$ cat src/logic/aes_pkg.sv
`default_nettype none

package aes_pkg;

    localparam int NUM_ROUNDS = 10;    // AES-128 round count

    // Forward S-box, indexed by the input byte
    localparam logic [7:0] SBOX [256] = '{
        8'h63, 8'h7c, 8'h77, 8'h7b, 8'hf2, 8'h6b, 8'h6f, 8'hc5,
        8'h30, 8'h01, 8'h67, 8'h2b, 8'hfe, 8'hd7, 8'hab, 8'h76,
        8'hca, 8'h82, 8'hc9, 8'h7d, 8'hfa, 8'h59, 8'h47, 8'hf0,
        8'had, 8'hd4, 8'ha2, 8'haf, 8'h9c, 8'ha4, 8'h72, 8'hc0,
        8'hb7, 8'hfd, 8'h93, 8'h26, 8'h36, 8'h3f, 8'hf7, 8'hcc,
        8'h34, 8'ha5, 8'he5, 8'hf1, 8'h71, 8'hd8, 8'h31, 8'h15,
        8'h04, 8'hc7, 8'h23, 8'hc3, 8'h18, 8'h96, 8'h05, 8'h9a,
        8'h07, 8'h12, 8'h80, 8'he2, 8'heb, 8'h27, 8'hb2, 8'h75,
        8'h09, 8'h83, 8'h2c, 8'h1a, 8'h1b, 8'h6e, 8'h5a, 8'ha0,
        8'h52, 8'h3b, 8'hd6, 8'hb3, 8'h29, 8'he3, 8'h2f, 8'h84,
        8'h53, 8'hd1, 8'h00, 8'hed, 8'h20, 8'hfc, 8'hb1, 8'h5b,
        8'h6a, 8'hcb, 8'hbe, 8'h39, 8'h4a, 8'h4c, 8'h58, 8'hcf,
        8'hd0, 8'hef, 8'haa, 8'hfb, 8'h43, 8'h4d, 8'h33, 8'h85,
        8'h45, 8'hf9, 8'h02, 8'h7f, 8'h50, 8'h3c, 8'h9f, 8'ha8,
        8'h51, 8'ha3, 8'h40, 8'h8f, 8'h92, 8'h9d, 8'h38, 8'hf5,
        8'hbc, 8'hb6, 8'hda, 8'h21, 8'h10, 8'hff, 8'hf3, 8'hd2,
        8'hcd, 8'h0c, 8'h13, 8'hec, 8'h5f, 8'h97, 8'h44, 8'h17,
        8'hc4, 8'ha7, 8'h7e, 8'h3d, 8'h64, 8'h5d, 8'h19, 8'h73,
        8'h60, 8'h81, 8'h4f, 8'hdc, 8'h22, 8'h2a, 8'h90, 8'h88,
        8'h46, 8'hee, 8'hb8, 8'h14, 8'hde, 8'h5e, 8'h0b, 8'hdb,
        8'he0, 8'h32, 8'h3a, 8'h0a, 8'h49, 8'h06, 8'h24, 8'h5c,
        8'hc2, 8'hd3, 8'hac, 8'h62, 8'h91, 8'h95, 8'he4, 8'h79,
        8'he7, 8'hc8, 8'h37, 8'h6d, 8'h8d, 8'hd5, 8'h4e, 8'ha9,
        8'h6c, 8'h56, 8'hf4, 8'hea, 8'h65, 8'h7a, 8'hae, 8'h08,
        8'hba, 8'h78, 8'h25, 8'h2e, 8'h1c, 8'ha6, 8'hb4, 8'hc6,
        8'he8, 8'hdd, 8'h74, 8'h1f, 8'h4b, 8'hbd, 8'h8b, 8'h8a,
        8'h70, 8'h3e, 8'hb5, 8'h66, 8'h48, 8'h03, 8'hf6, 8'h0e,
        8'h61, 8'h35, 8'h57, 8'hb9, 8'h86, 8'hc1, 8'h1d, 8'h9e,
        8'he1, 8'hf8, 8'h98, 8'h11, 8'h69, 8'hd9, 8'h8e, 8'h94,
        8'h9b, 8'h1e, 8'h87, 8'he9, 8'hce, 8'h55, 8'h28, 8'hdf,
        8'h8c, 8'ha1, 8'h89, 8'h0d, 8'hbf, 8'he6, 8'h42, 8'h68,
        8'h41, 8'h99, 8'h2d, 8'h0f, 8'hb0, 8'h54, 8'hbb, 8'h16
    };

    // Multiply by x in GF(2^8)
    function automatic logic [7:0] xtime(input logic [7:0] b);
        return {b[6:0], 1'b0} ^ (8'h1b & {8{b[7]}});
    endfunction

    typedef struct packed {
        logic         init;     // Key load strobe
        logic [127:0] key;      // Cipher key
    } key_cmd_t;

    typedef struct packed {
        logic         next;     // Block start strobe
        logic [127:0] block;    // Plaintext
    } block_cmd_t;

    // Column c, row r sits at col[c][r], byte 0 in the top bits
    typedef union packed {
        logic [127:0]          flat;
        logic [0:3][0:3][7:0]  col;
    } aes_block_u;

endpackage

`default_nettype wire
$ cat src/logic/aes_sbox_word.sv
`default_nettype none

// Four parallel S-box lookups for the key schedule
module aes_sbox_word (
    input  wire [31:0]  word_i,
    output logic [31:0] word_o
);

    logic [7:0] byte_in  [4];
    logic [7:0] byte_out [4];

    always_comb begin
        for (int i = 0; i < 4; i++) begin
            byte_in[i]  = word_i[8*i +: 8];           // Split into bytes
            byte_out[i] = aes_pkg::SBOX[byte_in[i]];  // Table lookup
        end
    end

    always_comb begin
        for (int i = 0; i < 4; i++) begin
            word_o[8*i +: 8] = byte_out[i];           // Reassemble word
        end
    end

endmodule

`default_nettype wire

$ cat config.mk
export PLATFORM = sky130hd
export DESIGN_NAME = aes_sbox_word
export DESIGN_NICKNAME = d
export VERILOG_FILES = /design/src/logic/aes_pkg.sv /design/src/logic/aes_sbox_word.sv
export SDC_FILE = /design/constraint.sdc
export NUM_CORES = 1
export LEC_CHECK = 0
export ABC_AREA = 0
export BUFFER_PORTS_ARGS = -buffer_cell sky130_fd_sc_hd__buf_2
export CORE_UTILIZATION = 35
export DETAILED_ROUTE_END_ITERATION = 16
export MAX_ROUTING_LAYER = met4
export PLACE_DENSITY = 0.63
export SLEW_MARGIN = 20
export SYNTH_ARGS = -nofsm -noshare
export SYNTH_HDL_FRONTEND = slang
export SYNTH_SLANG_ARGS = --single-unit
export TNS_END_PERCENT = 100
$ cat constraint.sdc
create_clock -name vclk -period 3.5
set_input_delay 0.7 -clock vclk [all_inputs]
set_output_delay 0.7 -clock vclk [all_outputs]
set_load 0.02 [all_outputs]
==> impl_results.md <==
- Status: complete, but fails checks
- Failing checks: negative setup slack
- DPL Wire Length: 61000 um
- Crit path required time: 2.80 ns
- Met2 GRT Util: 59.8%
- Cell repeated most along the worst path: mux4_2
- CP max stage cell: mux4_2
- Total Wirelength: 81500 um
- Lkg Pwr: 0.00804 uW
- M3 GR Usage: 4.82%
- WP data arrival: 2.91 ns
- Remaining global-route overflow: 0
- Via density: 6.74
- Die Width: 200 um
- Pwr Density: 164 nW/um^2
- Unique masters post-synth: 94
- RSZ-0062 raised after global routing: yes
- Die Y: 200 um
- Port buffer count: 64
- Setup TNS: -0.400 ns
- Clock share of power: 0%
- Headroom to the max-slew limit: 54.0%
- Share of cells above drive strength 1: 38.0%
- Clkbuf count: 0
- Max Slew Vio Count: 0
- Switching share of power: 56.5%
- Syn_nets: 2277
- Vias in the first global route: 19700
- Final hold violation count: 0
- Post-layout nets: 2692
- Hold Path Class: in2out
- Fmax: 277 MHz
- Finish-stage setup viols: 8
- Maximum vdd drop: 0.138 mV
- Die Area: 40100 sq um
- Synth Instances: 2185
- Via count: 21000
- Max-Cap Viols: 0
- FF+latch area: 0 sq um
- Mapped Area: 13800 sq um
- Most common cell after layout, fill and taps aside: buf_4
- CP Launch Type: primary input
- Final critical-path setup slack: -0.105 ns
- Remaining DRCs: 0
- Critical path capture point type: output pin
- Logic pwr share: 100.0%
- GRT Overall Usage: 39.8%
- M1 GR Usage: 53.5%
- Crit Path Class: in2out
- Layout area overhead: 45.9%
- CP peak stage delay: 0.51 ns
- Num ports: 64
- Worst-path maximum fanout: 6
- Largest net degree at the start of global routing: 75
- First-pass GRT wire length: 123000 um
- Worst hold slack: 1.99 ns
- Cell internal pwr: 1430 uW
- Fillcell total: 3909
- Starting Density: 35.5%
- Worst Max-Slew Pin Slew: 0.691 ns
- YS warnings: 0
- Worst slack, placed: -0.311 ns
- Net switching power: 1860 uW
- Placed Cells: 3088
- DRT iter0 DRCs: 2673
- Core Util, Final: 51.9%
- Worst Hold Depth: 4
- DR pass1 iterations: 6
- Seq Cell Count: 0
- Core area: 38700 sq um
- Final period util: 103%
- Most frequent cells in the layout: buf_4 (595), o21ai_0 (183), a21oi_1 (174), nand2_1 (162), nor2_1 (150)
- Mean Syn Cell Area: 6.30 sq um
- Initial antenna violation count: 0
- Seq pwr share: 0%
- Crit path cell chain: buf_8 -> clkinvlp_4 -> ha_4 -> buf_4 -> a21oi_1 -> o21ai_1 -> mux4_2 -> mux4_2 -> buf_6
- Final Critical Period: 3.61 ns
- Global route hottest layer: met2
- Post-synthesis sequential area ratio: 0%
- Post-DRT Antenna Nets: 0
- Fin cells: 3117
- Cts-stage hold buffer count: 0
- Average wire per standard cell: 26.2 um
- Routability cong.: 1.08
- Row cnt: 72
==> through the flow <==
stage	cell area [sq um]	power, uW
3_5_place_dp	18400	2890
2_1_floorplan	13900	1600
3_3_place_gp	18400	2920
6_report	20100	3300
5_1_grt	20100	3450
4_1_cts	19200	3030
==> final timing paths <==
kind / from / end
max: word_i[24] / word_o[29]
min: word_i[30] / word_o[30]
==> cell families after synthesis <==
group,synth area share [%]
simple gates,29.6
compound gates,44.5
mux,9.06
xor+xnor,0.563
buf+inv,10.8
fa+ha+maj,5.45
==> area by class of cell <==
class	instances	area, sq um	share of cell area, %
multi-input cells	1866	13500	67.2
repair buffers	696	5780	28.8
well taps	518	648	3.23
inverters	36	160	0.797
diodes	1	2.50	0.0125
==> synth_stat cells (12+ instances only) <==
cell / n / area share (%)
nor2_1: 168 / 4.6
o21ai_0: 207 / 7.5
and3_1: 15 / 0.68
nand2b_1: 76 / 3.5
mux4_2: 33 / 5.4
o211ai_1: 48 / 2.6
o22ai_1: 18 / 0.82
ha_1: 60 / 5.5
a2111oi_0: 12 / 0.76
a311oi_1: 30 / 1.9
o221ai_1: 21 / 1.3
and2_1: 29 / 1.3
a21o_1: 17 / 0.93
nor3_1: 97 / 3.5
clkbuf_1: 117 / 3.2
o31ai_1: 22 / 1.2
o21ai_1: 19 / 0.69
o311a_1: 13 / 0.94
inv_1: 29 / 0.79
nand3_1: 68 / 2.5
nor2b_1: 77 / 3.5
a31oi_1: 52 / 2.4
or3_1: 15 / 0.68
mux2_2: 15 / 1.2
buf_1: 22 / 0.60
buf_4: 17 / 0.93
a211o_1: 17 / 1.1
a21oi_1: 192 / 7.0
nand2_1: 167 / 4.6
buf_2: 116 / 4.2
o2111ai_1: 13 / 0.83
o311ai_0: 50 / 3.2
a211oi_1: 47 / 2.6
a221oi_1: 22 / 1.4
mux2i_1: 32 / 2.3
==> critical path, delay by kind of cell <==
family | cells | cell delay (ns)
AOI/OAI and AO/OA | 2 | 0.33
muxes | 2 | 0.98
buffers and inverters | 4 | 0.62
adders and majority gates | 1 | 0.27
==> power by group through the flow <==
| stage | Combinational [uW] | Clock [uW] | Sequential [uW] |
|---|---|---|---|
| finish | 3300 | 0.0000195 | 0 |
| global placement | 2920 | 0 | 0 |
| detailed placement | 2890 | 0 | 0 |
| CTS | 3030 | 0 | 0 |
| floorplan | 1600 | 0 | 0 |
| global route | 3450 | 0 | 0 |
==> timing repair <==
action                                  in CTS  in global routing
pin swaps                                   23                 53
endpoints found under the setup margin      32                 32
resized for setup                          180                211
setup buffers                                8                 21
==> per-layer routing <==
| metal | vias to the layer above | part of all wire (%) |
|---|---|---|
| met2 | 1460 | 44 |
| met1 | 10000 | 41 |
| li1 | 9226 | - |
| met3 | 298 | 10 |
| met5 | - | 0 |
| met4 | 0 | 5.1 |
(Power assumes the default switching activity.)
