===== src/logic/aes_pkg.sv =====
`default_nettype none

package aes_pkg;

    localparam int NUM_ROUNDS = 10;    // AES-128 round count

    // Forward S-box, indexed by the input byte
    localparam logic [7:0] SBOX [256] = '{
        8'h63, 8'h7c, 8'h77, 8'h7b, 8'hf2, 8'h6b, 8'h6f, 8'hc5,
        8'h30, 8'h01, 8'h67, 8'h2b, 8'hfe, 8'hd7, 8'hab, 8'h76,
        8'hca, 8'h82, 8'hc9, 8'h7d, 8'hfa, 8'h59, 8'h47, 8'hf0,
        8'had, 8'hd4, 8'ha2, 8'haf, 8'h9c, 8'ha4, 8'h72, 8'hc0,
        8'hb7, 8'hfd, 8'h93, 8'h26, 8'h36, 8'h3f, 8'hf7, 8'hcc,
        8'h34, 8'ha5, 8'he5, 8'hf1, 8'h71, 8'hd8, 8'h31, 8'h15,
        8'h04, 8'hc7, 8'h23, 8'hc3, 8'h18, 8'h96, 8'h05, 8'h9a,
        8'h07, 8'h12, 8'h80, 8'he2, 8'heb, 8'h27, 8'hb2, 8'h75,
        8'h09, 8'h83, 8'h2c, 8'h1a, 8'h1b, 8'h6e, 8'h5a, 8'ha0,
        8'h52, 8'h3b, 8'hd6, 8'hb3, 8'h29, 8'he3, 8'h2f, 8'h84,
        8'h53, 8'hd1, 8'h00, 8'hed, 8'h20, 8'hfc, 8'hb1, 8'h5b,
        8'h6a, 8'hcb, 8'hbe, 8'h39, 8'h4a, 8'h4c, 8'h58, 8'hcf,
        8'hd0, 8'hef, 8'haa, 8'hfb, 8'h43, 8'h4d, 8'h33, 8'h85,
        8'h45, 8'hf9, 8'h02, 8'h7f, 8'h50, 8'h3c, 8'h9f, 8'ha8,
        8'h51, 8'ha3, 8'h40, 8'h8f, 8'h92, 8'h9d, 8'h38, 8'hf5,
        8'hbc, 8'hb6, 8'hda, 8'h21, 8'h10, 8'hff, 8'hf3, 8'hd2,
        8'hcd, 8'h0c, 8'h13, 8'hec, 8'h5f, 8'h97, 8'h44, 8'h17,
        8'hc4, 8'ha7, 8'h7e, 8'h3d, 8'h64, 8'h5d, 8'h19, 8'h73,
        8'h60, 8'h81, 8'h4f, 8'hdc, 8'h22, 8'h2a, 8'h90, 8'h88,
        8'h46, 8'hee, 8'hb8, 8'h14, 8'hde, 8'h5e, 8'h0b, 8'hdb,
        8'he0, 8'h32, 8'h3a, 8'h0a, 8'h49, 8'h06, 8'h24, 8'h5c,
        8'hc2, 8'hd3, 8'hac, 8'h62, 8'h91, 8'h95, 8'he4, 8'h79,
        8'he7, 8'hc8, 8'h37, 8'h6d, 8'h8d, 8'hd5, 8'h4e, 8'ha9,
        8'h6c, 8'h56, 8'hf4, 8'hea, 8'h65, 8'h7a, 8'hae, 8'h08,
        8'hba, 8'h78, 8'h25, 8'h2e, 8'h1c, 8'ha6, 8'hb4, 8'hc6,
        8'he8, 8'hdd, 8'h74, 8'h1f, 8'h4b, 8'hbd, 8'h8b, 8'h8a,
        8'h70, 8'h3e, 8'hb5, 8'h66, 8'h48, 8'h03, 8'hf6, 8'h0e,
        8'h61, 8'h35, 8'h57, 8'hb9, 8'h86, 8'hc1, 8'h1d, 8'h9e,
        8'he1, 8'hf8, 8'h98, 8'h11, 8'h69, 8'hd9, 8'h8e, 8'h94,
        8'h9b, 8'h1e, 8'h87, 8'he9, 8'hce, 8'h55, 8'h28, 8'hdf,
        8'h8c, 8'ha1, 8'h89, 8'h0d, 8'hbf, 8'he6, 8'h42, 8'h68,
        8'h41, 8'h99, 8'h2d, 8'h0f, 8'hb0, 8'h54, 8'hbb, 8'h16
    };

    // Multiply by x in GF(2^8)
    function automatic logic [7:0] xtime(input logic [7:0] b);
        return {b[6:0], 1'b0} ^ (8'h1b & {8{b[7]}});
    endfunction

    typedef struct packed {
        logic         init;     // Key load strobe
        logic [127:0] key;      // Cipher key
    } key_cmd_t;

    typedef struct packed {
        logic         next;     // Block start strobe
        logic [127:0] block;    // Plaintext
    } block_cmd_t;

    // Column c, row r sits at col[c][r], byte 0 in the top bits
    typedef union packed {
        logic [127:0]          flat;
        logic [0:3][0:3][7:0]  col;
    } aes_block_u;

endpackage

`default_nettype wire

===== src/logic/aes_encipher.sv =====
`default_nettype none

module aes_encipher (
    input  wire                        clk_i,
    input  wire                        round_ctr_rst,
    input  wire aes_pkg::block_cmd_t   block_cmd_i,
    input  wire                        key_ready_i,
    output logic [3:0]                 round_o,
    input  wire [127:0]                round_key_i,
    output logic                       ready_o,
    output logic                       done_o,
    output logic [127:0]               result_o
);

    typedef enum logic {
        ENC_IDLE,
        ENC_BUSY
    } enc_state_e;

    enc_state_e           state_reg;
    logic [3:0]           round_ctr_reg;
    logic                 start;
    logic                 last_round;

    aes_pkg::aes_block_u  block_reg;
    aes_pkg::aes_block_u  sub_blk;
    aes_pkg::aes_block_u  shift_blk;
    aes_pkg::aes_block_u  mix_blk;
    aes_pkg::aes_block_u  round_blk;

    function automatic logic [0:3][7:0] mix_column(input logic [0:3][7:0] a);
        logic [0:3][7:0] b;
        b[0] = aes_pkg::xtime(a[0]) ^ aes_pkg::xtime(a[1]) ^ a[1] ^ a[2] ^ a[3];
        b[1] = a[0] ^ aes_pkg::xtime(a[1]) ^ aes_pkg::xtime(a[2]) ^ a[2] ^ a[3];
        b[2] = a[0] ^ a[1] ^ aes_pkg::xtime(a[2]) ^ aes_pkg::xtime(a[3]) ^ a[3];
        b[3] = aes_pkg::xtime(a[0]) ^ a[0] ^ a[1] ^ a[2] ^ aes_pkg::xtime(a[3]);
        return b;
    endfunction

    assign ready_o    = key_ready_i && (state_reg == ENC_IDLE);
    assign start      = ready_o && block_cmd_i.next;
    assign last_round = (round_ctr_reg == 4'(aes_pkg::NUM_ROUNDS));
    assign round_o    = (state_reg == ENC_IDLE) ? 4'd0 : round_ctr_reg;   // Key 0 while idle

    // One full cipher round on the current state
    always_comb begin
        for (int c = 0; c < 4; c++) begin
            for (int r = 0; r < 4; r++) begin
                sub_blk.col[c][r] = aes_pkg::SBOX[block_reg.col[c][r]];
            end
        end
        for (int c = 0; c < 4; c++) begin
            for (int r = 0; r < 4; r++) begin
                shift_blk.col[c][r] = sub_blk.col[(c + r) % 4][r];   // Row r rotates left by r
            end
        end
        for (int c = 0; c < 4; c++) begin
            mix_blk.col[c] = mix_column(shift_blk.col[c]);
        end
        if (last_round) begin
            round_blk.flat = shift_blk.flat ^ round_key_i;   // No MixColumns in round 10
        end else begin
            round_blk.flat = mix_blk.flat ^ round_key_i;
        end
    end

    always_ff @(posedge clk_i) begin
        if (round_ctr_rst) begin
            state_reg     <= ENC_IDLE;
            round_ctr_reg <= 4'd0;
            done_o        <= 1'b0;
            result_o      <= '0;
        end else begin
            done_o <= 1'b0;
            case (state_reg)
                ENC_IDLE: begin
                    if (start) begin
                        state_reg     <= ENC_BUSY;
                        round_ctr_reg <= 4'd1;
                    end
                end
                ENC_BUSY: begin
                    if (last_round) begin
                        state_reg <= ENC_IDLE;
                        done_o    <= 1'b1;           // Single cycle pulse
                        result_o  <= round_blk.flat;
                    end else begin
                        round_ctr_reg <= round_ctr_reg + 4'd1;
                    end
                end
                default: state_reg <= ENC_IDLE;
            endcase
        end
    end

    always_ff @(posedge clk_i) begin
        if (start) begin
            block_reg.flat <= block_cmd_i.block ^ round_key_i;   // Initial AddRoundKey
        end else if (state_reg == ENC_BUSY) begin
            block_reg <= round_blk;
        end
    end

endmodule

`default_nettype wire


===== config.mk =====
export PLATFORM = sky130hd
export DESIGN_NAME = aes_encipher
export DESIGN_NICKNAME = d
export VERILOG_FILES = /design/src/logic/aes_pkg.sv /design/src/logic/aes_encipher.sv
export SDC_FILE = /design/constraint.sdc
export NUM_CORES = 2
export LEC_CHECK = 0
export ABC_AREA = 0
export BUFFER_PORTS_ARGS = -buffer_cell sky130_fd_sc_hd__buf_2
export CAP_MARGIN = 30
export CELL_PAD_IN_SITES_DETAIL_PLACEMENT = 1
export CELL_PAD_IN_SITES_GLOBAL_PLACEMENT = 1
export CORE_AREA = 5 5 447 449
export DETAILED_ROUTE_END_ITERATION = 10
export DIE_AREA = 0 0 452 454
export HOLD_SLACK_MARGIN = 0.15
export PLACE_DENSITY = 0.74
export SLEW_MARGIN = 20
export SYNTH_ARGS = -nofsm -noshare
export SYNTH_HDL_FRONTEND = slang
export SYNTH_SLANG_ARGS = --single-unit

===== constraint.sdc =====
create_clock -name clk_i -period 9.35 [get_ports clk_i]
set_input_delay 0.4675 -clock clk_i [delete_from_list [all_inputs] [get_ports clk_i]]
set_output_delay 0.4675 -clock clk_i [all_outputs]
set_load 0.05 [all_outputs]

==> flow_metrics.env <==
export IMPL_cp_data_required_time_ns=9.74
export IMPL_clock_path_buffers=3
export IMPL_synthTopCellsByArea="a21oi_1 6.2%, mux4_2 6.0%, o21ai_0 5.8%, edfxtp_1 5.3%, xnor2_1 5.2%"
export IMPL_initial_utilization=0.367
export IMPL_crit_slowest_cell="edfxtp_1"
export IMPL_drt_wirelength_per_cell_um=34.4
export IMPL_post_cts_resized=0
export IMPL_critPathLaunchType="flop"
export IMPL_drc=0
export IMPL_drv_slew=0
export IMPL_period_share=0.641
export IMPL_maxCapViolations=0
export IMPL_slew_headroom=0.247
export IMPL_synth_top_area_cell="a21oi_1"
export IMPL_vias=89500
export IMPL_overflow=0
export IMPL_critPathBufInv=2
export IMPL_fillers=24500
export IMPL_die_x_um=452
export IMPL_synth_nets=10700
export IMPL_placementRows=163
export IMPL_die_area_mm2=0.205
export IMPL_path_cells="inv_1, ha_1, buf_4, nor2b_1, nor2_1, mux4_2, o221a_2, a31oi_1, nand4_2, xor2_2, xnor3_1, xnor2_1, a21oi_1, xor2_1"
export IMPL_path_max_fanout=26
export IMPL_htree_levels=2
export IMPL_drive_above_1_share=0.124
export IMPL_drt_iter0_markers=15300
export IMPL_rsz0062_at_grt="no"
export IMPL_skew_ns=0.0290
export IMPL_min_path_type="in -> reg"
export IMPL_clkLatencyLatePin_ns=0.61
export IMPL_fin_worst_hold_slack_ns=0.179
export IMPL_grt_pass1_vias=84800
export IMPL_worst_pin_slew_ns=1.13
export IMPL_clock_sinks=262
export IMPL_crit_path_max_incr_delay_ns=1.01
export IMPL_yosysMostFrequentCell="nand2_1"
export IMPL_clkTransAtPathRegs_ns=0.08
export IMPL_antenna_found_initial=31
export IMPL_cts_setup_buffers=0
export IMPL_synth_ff_type="dfxtp_1"
export IMPL_setup_viol=0
export IMPL_drtPass1Iterations=6
export IMPL_fin_nets=10200
export IMPL_post_drt_via_cell_ratio=7.26
export IMPL_cts_tree="yes"
export IMPL_fp_dieH_um=454
export IMPL_crit_path_end_kind="flop"
export IMPL_grt_pass1_wl_um=610000
export IMPL_cts_hold_buffers=0
export IMPL_ant_nets=0
export IMPL_seq_area_frac_synth=0.0908
export IMPL_setup_worst_path_class="reg -> reg"
export IMPL_area_delta_synth_final_pct=3.62
export IMPL_hpwl_um=303000
export IMPL_place_area_mm2=0.0730
export IMPL_gp_congestion=1.06
export IMPL_synth_async_reset_ratio=0
export IMPL_tns_ns=0
export IMPL_wl_um=424000
export IMPL_clockRootBuffer="clkbuf_16"
export IMPL_gr_usage_all_layers=0.387
export IMPL_coreArea_mm2=0.196
export IMPL_syn_area_mm2=0.0719
export IMPL_post_route_min_period_ns=5.99
export IMPL_path_delay_family="XOR/XNOR gates"
export IMPL_ios=394
export IMPL_synth_top_area_frac=0.0623
export IMPL_synth_edf_count=128
export IMPL_syn_inst=10200
export IMPL_fmax_ghz=0.167
export IMPL_arrival_ns=6.38
export IMPL_hold_violations=0
export IMPL_synth_avg_cell_area_um2=7.02
export IMPL_yosys_cell_types_count=144
export IMPL_grt_max_degree=99
export IMPL_status="finished, final reports clean"
export IMPL_cts_buffers=35
export IMPL_ys_warn_count=0
export IMPL_synth_common_cells="897 x nand2_1, 894 x a21oi_1, 826 x o21ai_0, 813 x nor2_1, 529 x clkbuf_1"
export IMPL_fin_ws_ns=3.36
export IMPL_portBuffers=393
export IMPL_synth_seq_cells=262
export IMPL_pre_cts_ws_ns=3.48
export IMPL_fin_area_mm2=0.0745
==> layout by cell type (no fill, tap or decap), drive strengths merged, types with 37 or more instances in the layout <==
cell type | netlist | routed
nor2b | 281 | 281
nor3b | 54 | 54
a21o | 46 | 46
nand3 | 330 | 330
inv | 142 | 146
nor3 | 342 | 342
a311o | 44 | 44
or3 | 63 | 63
edfxtp | 128 | 128
dfxtp | 134 | 134
a22oi | 56 | 56
o311a | 44 | 44
a221oi | 97 | 97
nor2 | 819 | 819
o22ai | 102 | 102
o311ai | 164 | 164
o21a | 43 | 43
o211ai | 194 | 194
ha | 229 | 229
a21oi | 904 | 904
o21ai | 845 | 845
clkbuf | 530 | 46
and2 | 92 | 92
buf | 669 | 640
a211oi | 268 | 268
a211o | 63 | 63
a2111oi | 59 | 59
o31ai | 116 | 116
nand2b | 306 | 306
xor2 | 235 | 235
a311oi | 149 | 149
mux4 | 193 | 193
o221ai | 72 | 72
nand2 | 898 | 898
or2 | 91 | 91
and3 | 75 | 75
clkinv | 26 | 37
mux2i | 109 | 109
xnor2 | 439 | 439
a31oi | 216 | 216
==> cells by family (layout without fill, tap and decap cells) <==
| kind of cell | after synthesis | count (layout) | synth area share |
|---|---|---|---|
| compound gates | 3862 | 3862 | 0.368 |
| simple gates | 3483 | 3483 | 0.236 |
| buf+inv | 1367 | 876 | 0.0910 |
| xor+xnor | 700 | 700 | 0.0930 |
| mux | 330 | 330 | 0.0809 |
| flops | 262 | 262 | 0.0908 |
| fa+ha+maj | 230 | 230 | 0.0400 |
| other cells | 0 | 18 | 0 |
==> metal layers <==
metal	GRT usage	share of wire	up-vias	wire length, µm
li1	-	-	37400	-
met1	0.497	0.38	44200	162000
met2	0.586	0.43	6456	182000
met3	0.0767	0.11	1387	44600
met4	0.261	0.085	16	35900
met5	0	0.00024	-	103
==> metrics by stage <==
stage                     instances  utilization
after CTS                     12300        0.379
after detailed placement      12200        0.373
after floorplan               10200            -
after global placement        12200        0.373
final                         12300        0.380
after global routing          12300        0.380
==> path summary, 6_finish.rpt <==
kind                   startpoint             to  slack, ns  cells past startpoint
hold reg to reg       result_o[7]    result_o[7]       0.46                      2
setup / recovery    block_reg[96]  block_reg[73]       3.36                     14
hold / removal    round_key_i[87]  block_reg[87]       0.18                      2
setup reg to reg    block_reg[96]  block_reg[73]       3.36                     14
==> layout make-up <==
class / instances / area, µm² / share of cell area
clock buffers: 42 / 966 / 0.0130
clock inverters: 22 / 270 / 0.00363
well taps: 2557 / 3200 / 0.0430
multi-input cells: 8605 / 58900 / 0.791
inverters: 168 / 631 / 0.00847
flip-flops and latches: 262 / 6530 / 0.0876
repair buffers: 644 / 3940 / 0.0529
diodes: 18 / 45.0 / 0.000605
Power is left out: the tool's default activity adds up to more than one toggle a clock period on the data nets, which glitch-free logic cannot reach.
