`config.mk`:
```
export PLATFORM = sky130hd
export DESIGN_NAME = aes_key_mem
export DESIGN_NICKNAME = d
export VERILOG_FILES = /design/src/logic/aes_pkg.sv /design/src/logic/aes_key_mem.sv
export SDC_FILE = /design/constraint.sdc
export NUM_CORES = 2
export LEC_CHECK = 0
export ABC_AREA = 1
export BUFFER_PORTS_ARGS = -buffer_cell sky130_fd_sc_hd__buf_4
export CORE_MARGIN = 2
export CORE_UTILIZATION = 40
export CTS_BUF_LIST = sky130_fd_sc_hd__clkbuf_4 sky130_fd_sc_hd__clkbuf_8
export DETAILED_ROUTE_END_ITERATION = 8
export PLACE_DENSITY = 0.55
export SLEW_MARGIN = 10
export SYNTH_ARGS = -nofsm -noshare
export SYNTH_HDL_FRONTEND = slang
export SYNTH_SLANG_ARGS = --single-unit
```
`constraint.sdc`:
```
create_clock -name clk_i -period 11.96 [get_ports clk_i]
set_clock_uncertainty 0.05 [all_clocks]
set_input_delay 1.794 -clock clk_i [delete_from_list [all_inputs] [get_ports clk_i]]
set_output_delay 1.794 -clock clk_i [all_outputs]
set_load 0.02 [all_outputs]
```
`src/logic/aes_pkg.sv`:
```
`default_nettype none

package aes_pkg;

    localparam int NUM_ROUNDS = 10;    // AES-128 round count

    // Forward S-box, indexed by the input byte
    localparam logic [7:0] SBOX [256] = '{
        8'h63, 8'h7c, 8'h77, 8'h7b, 8'hf2, 8'h6b, 8'h6f, 8'hc5,
        8'h30, 8'h01, 8'h67, 8'h2b, 8'hfe, 8'hd7, 8'hab, 8'h76,
        8'hca, 8'h82, 8'hc9, 8'h7d, 8'hfa, 8'h59, 8'h47, 8'hf0,
        8'had, 8'hd4, 8'ha2, 8'haf, 8'h9c, 8'ha4, 8'h72, 8'hc0,
        8'hb7, 8'hfd, 8'h93, 8'h26, 8'h36, 8'h3f, 8'hf7, 8'hcc,
        8'h34, 8'ha5, 8'he5, 8'hf1, 8'h71, 8'hd8, 8'h31, 8'h15,
        8'h04, 8'hc7, 8'h23, 8'hc3, 8'h18, 8'h96, 8'h05, 8'h9a,
        8'h07, 8'h12, 8'h80, 8'he2, 8'heb, 8'h27, 8'hb2, 8'h75,
        8'h09, 8'h83, 8'h2c, 8'h1a, 8'h1b, 8'h6e, 8'h5a, 8'ha0,
        8'h52, 8'h3b, 8'hd6, 8'hb3, 8'h29, 8'he3, 8'h2f, 8'h84,
        8'h53, 8'hd1, 8'h00, 8'hed, 8'h20, 8'hfc, 8'hb1, 8'h5b,
        8'h6a, 8'hcb, 8'hbe, 8'h39, 8'h4a, 8'h4c, 8'h58, 8'hcf,
        8'hd0, 8'hef, 8'haa, 8'hfb, 8'h43, 8'h4d, 8'h33, 8'h85,
        8'h45, 8'hf9, 8'h02, 8'h7f, 8'h50, 8'h3c, 8'h9f, 8'ha8,
        8'h51, 8'ha3, 8'h40, 8'h8f, 8'h92, 8'h9d, 8'h38, 8'hf5,
        8'hbc, 8'hb6, 8'hda, 8'h21, 8'h10, 8'hff, 8'hf3, 8'hd2,
        8'hcd, 8'h0c, 8'h13, 8'hec, 8'h5f, 8'h97, 8'h44, 8'h17,
        8'hc4, 8'ha7, 8'h7e, 8'h3d, 8'h64, 8'h5d, 8'h19, 8'h73,
        8'h60, 8'h81, 8'h4f, 8'hdc, 8'h22, 8'h2a, 8'h90, 8'h88,
        8'h46, 8'hee, 8'hb8, 8'h14, 8'hde, 8'h5e, 8'h0b, 8'hdb,
        8'he0, 8'h32, 8'h3a, 8'h0a, 8'h49, 8'h06, 8'h24, 8'h5c,
        8'hc2, 8'hd3, 8'hac, 8'h62, 8'h91, 8'h95, 8'he4, 8'h79,
        8'he7, 8'hc8, 8'h37, 8'h6d, 8'h8d, 8'hd5, 8'h4e, 8'ha9,
        8'h6c, 8'h56, 8'hf4, 8'hea, 8'h65, 8'h7a, 8'hae, 8'h08,
        8'hba, 8'h78, 8'h25, 8'h2e, 8'h1c, 8'ha6, 8'hb4, 8'hc6,
        8'he8, 8'hdd, 8'h74, 8'h1f, 8'h4b, 8'hbd, 8'h8b, 8'h8a,
        8'h70, 8'h3e, 8'hb5, 8'h66, 8'h48, 8'h03, 8'hf6, 8'h0e,
        8'h61, 8'h35, 8'h57, 8'hb9, 8'h86, 8'hc1, 8'h1d, 8'h9e,
        8'he1, 8'hf8, 8'h98, 8'h11, 8'h69, 8'hd9, 8'h8e, 8'h94,
        8'h9b, 8'h1e, 8'h87, 8'he9, 8'hce, 8'h55, 8'h28, 8'hdf,
        8'h8c, 8'ha1, 8'h89, 8'h0d, 8'hbf, 8'he6, 8'h42, 8'h68,
        8'h41, 8'h99, 8'h2d, 8'h0f, 8'hb0, 8'h54, 8'hbb, 8'h16
    };

    // Multiply by x in GF(2^8)
    function automatic logic [7:0] xtime(input logic [7:0] b);
        return {b[6:0], 1'b0} ^ (8'h1b & {8{b[7]}});
    endfunction

    typedef struct packed {
        logic         init;     // Key load strobe
        logic [127:0] key;      // Cipher key
    } key_cmd_t;

    typedef struct packed {
        logic         next;     // Block start strobe
        logic [127:0] block;    // Plaintext
    } block_cmd_t;

    // Column c, row r sits at col[c][r], byte 0 in the top bits
    typedef union packed {
        logic [127:0]          flat;
        logic [0:3][0:3][7:0]  col;
    } aes_block_u;

endpackage

`default_nettype wire
```
`src/logic/aes_key_mem.sv`:
```
`default_nettype none

module aes_key_mem (
    input  wire                      clk_i,
    input  wire                      round_ctr_rst,
    input  wire aes_pkg::key_cmd_t   key_cmd_i,
    input  wire [3:0]                round_i,
    output logic [127:0]             round_key_o,
    output logic                     ready_o,
    output logic [31:0]              sbox_o,
    input  wire [31:0]               sbox_i
);

    typedef enum logic [1:0] {
        KEY_IDLE,
        KEY_INIT,
        KEY_GENERATE,
        KEY_DONE
    } key_state_e;

    key_state_e     state_reg;
    key_state_e     state_new;

    logic [127:0]   key_mem [0:aes_pkg::NUM_ROUNDS];
    logic [127:0]   prev_key_reg;
    logic [127:0]   key_new;
    logic           key_we;
    logic           key_latch;

    logic [3:0]     round_ctr_reg;
    logic           round_ctr_clr;
    logic           round_ctr_inc;

    logic [7:0]     rcon_reg;
    logic [7:0]     rcon_new;
    logic           rcon_set;
    logic           rcon_next;

    logic           ready_reg;
    logic           ready_set;
    logic           ready_clr;

    logic [31:0]    w0, w1, w2, w3;
    logic [31:0]    k0, k1, k2, k3;
    logic [31:0]    trw;

    assign round_key_o = key_mem[round_i];     // Combinational read port
    assign ready_o     = ready_reg;
    assign sbox_o      = prev_key_reg[31:0];   // Last word of the previous key
    assign rcon_new    = aes_pkg::xtime(rcon_reg);

    // Next round key from the previous one
    always_comb begin
        w0  = prev_key_reg[127:96];
        w1  = prev_key_reg[95:64];
        w2  = prev_key_reg[63:32];
        w3  = prev_key_reg[31:0];
        trw = {sbox_i[23:0], sbox_i[31:24]} ^ {rcon_reg, 24'h0};   // RotWord after SubWord
        k0  = w0 ^ trw;
        k1  = w1 ^ k0;
        k2  = w2 ^ k1;
        k3  = w3 ^ k2;
        if (round_ctr_reg == 4'd0) begin
            key_new = prev_key_reg;    // Round 0 is the cipher key itself
        end else begin
            key_new = {k0, k1, k2, k3};
        end
    end

    always_comb begin
        state_new     = state_reg;
        key_we        = 1'b0;
        key_latch     = 1'b0;
        round_ctr_clr = 1'b0;
        round_ctr_inc = 1'b0;
        rcon_set      = 1'b0;
        rcon_next     = 1'b0;
        ready_set     = 1'b0;
        ready_clr     = 1'b0;
        case (state_reg)
            KEY_IDLE: begin
                if (key_cmd_i.init) begin
                    key_latch = 1'b1;
                    ready_clr = 1'b1;
                    state_new = KEY_INIT;
                end
            end
            KEY_INIT: begin
                round_ctr_clr = 1'b1;
                rcon_set      = 1'b1;
                state_new     = KEY_GENERATE;
            end
            KEY_GENERATE: begin
                if (round_ctr_reg == 4'(aes_pkg::NUM_ROUNDS + 1)) begin
                    state_new = KEY_DONE;      // All eleven keys written
                end else begin
                    key_we        = 1'b1;
                    rcon_next     = 1'b1;
                    round_ctr_inc = 1'b1;
                end
            end
            KEY_DONE: begin
                ready_set = 1'b1;
                state_new = KEY_IDLE;
            end
            default: state_new = KEY_IDLE;
        endcase
    end

    always_ff @(posedge clk_i) begin
        if (round_ctr_rst) begin
            state_reg     <= KEY_IDLE;
            round_ctr_reg <= 4'd0;
            rcon_reg      <= 8'h8d;
            ready_reg     <= 1'b0;
            for (int i = 0; i <= aes_pkg::NUM_ROUNDS; i++) begin
                key_mem[i] <= '0;
            end
        end else begin
            state_reg <= state_new;
            if (round_ctr_clr) begin
                round_ctr_reg <= 4'd0;
            end else if (round_ctr_inc) begin
                round_ctr_reg <= round_ctr_reg + 4'd1;
            end
            if (rcon_set) begin
                rcon_reg <= 8'h8d;             // One step before 01
            end else if (rcon_next) begin
                rcon_reg <= rcon_new;
            end
            if (ready_clr) begin
                ready_reg <= 1'b0;
            end else if (ready_set) begin
                ready_reg <= 1'b1;
            end
            if (key_we) begin
                key_mem[round_ctr_reg] <= key_new;
            end
        end
    end

    always_ff @(posedge clk_i) begin
        if (key_latch) begin
            prev_key_reg <= key_cmd_i.key;     // Capture key with the command
        end else if (key_we) begin
            prev_key_reg <= key_new;
        end
    end

endmodule

`default_nettype wire

```
==> metrics.txt <==
Vias/cell=5.82; number of flops mapped to enable cells by yosys=2048; die width=490 um; WL/cell=27.8 um; CP peak stage delay=0.77 ns; most common library cell in the layout ignoring fill and taps=nor2_1; max_slew headroom=12.5%; status=finished clean; grt ovf=0; Post-Route WL=344000 um; Final setup viols=0; DR vias=72109; clock slew seen by the registers of the worst setup and hold paths=0.05 ns; PortBufs=327; async set-reset flop share out of synthesis=0%; Cell Int Power=14.3 mW; vias in the first global route=68345; R2R cell count=13; Mapped Cells=8817; Clk network pwr share=32.1%; Detailed Routing Iterations Pass 1=6; Seq pwr share=44.7%; FMAX=136 MHz; Crit. End Element=primary output; fin crit period=7.35 ns; commonest cells after routing, fill and taps aside=nor2_1 (2427), edfxtp_1 (2048), o21ai_0 (1318), nand2_1 (655), buf_4 (429); largest area contributor in the netlist=edfxtp_1; CTS H-tree lvls=5; CTS Buffer Depth=4; GPL Wtd Cong=0.867; Critical Path Fanout Max=96; Min-Delay Path Class=flop to flop; Hold WS=0.413 ns; leakage=37.8 nW; Worst Min Path Start=key_mem[10][94]$_SDFFE_PP0P_; largest net degree at the start of global routing=207; Core Rows=178; Starting Density=40.2%; CP most frequent cell=buf_4; power per cell area=204 nW/um^2; Sw Ratio=34.2%; Synth Cell Area=94600 sq um; Slew Limit Fails=0; NumNets Final=9094; Largest register FFs=2048; top-area cell type share of the netlist area=65.0%; R2R Setup Slk=6.14 ns; Synthesized Nets=8991; drt drc=0; top cells by area, synth=edfxtp_1 (65%), nor2_1 (9.6%), o21ai_0 (7.0%); die area=240000 sq um; initial antenna violation count=22; peak supply drop=250 uV; average footprint of a synthesized cell=10.7 sq um; Worst path slowest cell=buf_4; clk sinks=2191; Core Area=235000 sq um; post-route clock period utilization=61.5%; 1st-iter DRT viols=9123; Net Switching=7.46 mW; PostCTS Resize Cnt=0; Hold EP=key_mem[10][94]$_SDFFE_PP0P_; total CTS buffers=389; Detail Route Antenna Nets=0; critical path cell sequence=buf_8 > inv_8 > buf_4 > buf_4 > o21ai_0 > o221ai_1 > o21ai_0 > o22ai_1 > buf_4; Worst Path Buf+Inv=5; RR Endpoint=key_mem[8][84]$_SDFFCE_PN0P_; Clk Latency, worst-skew pair=1.16 ns; Post-CTS Setup Repair Bufs=0; Seq/Total Area, Yosys=68.0%; Max-Cap Viols=0; hold_buf cts=0; YS warnings=0; Critical Path AT=5.51 ns; WS Path Type=input port to primary output; crit-path leading delay family=buffers and inverters; HPWL Detailed=184000 um; Critical Path RT=10.12 ns; first-pass GRT wire length=489000 um; startpoint types=input port; total track usage=27.7%; Hold Path Depth=2; RSZ-0062 raised after global routing=false; Tightest Pin Transition=1.30 ns; Setup TNS=0 ns; Synth Flop Type=edfxtp_1; #FFs+latches synth=2191; worst r2r src=round_ctr_reg[1]$_SDFFE_PP0P_; Yosys cell types=32; Hold Vio Cnt, Final=0; CTS tree=yes; Ports=328; CTS root buffer=clkbuf_8; DIE HEIGHT=490 um; share of post-route cells with drive strength above 1=12.2%; combinational fraction of design power=23.2%; synthesis-to-finish area growth=13.2%
[metal layers]
layer | track usage (%) | wire [um]
met4 | 9.15 | 11300
met2 | 42.5 | 153000
met3 | 5.68 | 36100
met5 | 0 | 347
met1 | 39.4 | 143000
[power by group through the flow]
stage | registers (mW) | clock network, mW | logic (mW)
final | 9.74 | 7.00 | 5.05
after global routing | 9.79 | 7.39 | 5.31
after CTS | 9.74 | 7.05 | 4.93
after detailed placement | 9.89 | 0 | 4.92
after global placement | 9.87 | 0 | 4.86
after floorplan | 9.84 | 0 | 2.57
[final cells by class]
| type | instances | area (sq um) |
|---|---|---|
| fillers | 21983 | 128000 |
| flip-flops and latches | 2191 | 64400 |
| multi-input cells | 5556 | 26100 |
| clock buffers | 604 | 7210 |
| well taps | 3150 | 3940 |
| repair buffers | 454 | 3700 |
| inverters | 328 | 1270 |
| clock inverters | 94 | 475 |
| diodes | 7 | 17.5 |
[synth_stat cells (all sizes together) (114+ instances only)]
library cell	number
buf	265
clkbuf	477
nor2	2431
edfxtp	2048
o221ai	190
o211ai	114
inv	310
o21ai	1323
a21oi	119
nand3	179
dfxtp	143
nand2	678
o22ai	322
[through the flow]
stage / total power, mW / std cells / setup slack (ns) / instance area [sq um] / util, %
2_1_floorplan: 12.4 / 8817 / 0.0177 / 94600 / -
3_3_place_gp: 14.7 / 11679 / 4.67 / 99400 / 42.2
3_5_place_dp: 14.8 / 11679 / 4.64 / 99400 / 42.2
4_1_cts: 21.7 / 12377 / 4.65 / 107000 / 45.5
5_1_grt: 22.5 / 12380 / 4.36 / 107000 / 45.5
6_report: 21.8 / 12384 / 4.61 / 107000 / 45.5
[worst register-to-register path: cells and delay by family, from the launching register on]
kind                     cells  cell delay (ns)
buffers and inverters        4             2.09
AND/OR/NAND/NOR              8             2.52
adder cells (fa/ha/maj)      1             0.22
flip-flops                   1             0.40
[how the worst max path moves through the flow]
stage                        startpoint  slack (ns)                        to  depth (start not counted)
after floorplan           round_ctr_rst        0.02  key_mem[11][0]$_DFFE_PP_                          5
after global placement       round_i[1]        4.67          round_key_o[104]                          9
after detailed placement     round_i[1]        4.64          round_key_o[104]                          9
after CTS                    round_i[1]        4.65          round_key_o[104]                          9
after global routing         round_i[1]        4.36           round_key_o[47]                          8
final                        round_i[1]        4.61          round_key_o[104]                          9
[cells by family (layout without fill, tap and decap cells)]
kind of cell    Yosys count  after routing  share of synthesized area, %
simple gates           3357           3357                          13.8
xor+xnor                 82             82                         0.759
buf+inv                1070           1480                          4.64
other cells               0              7                             0
compound gates         2110           2110                          12.7
fa+ha+maj                 7              7                        0.0926
flops                  2191           2191                          68.0
Note: power is estimated with default switching activity, not from simulation.
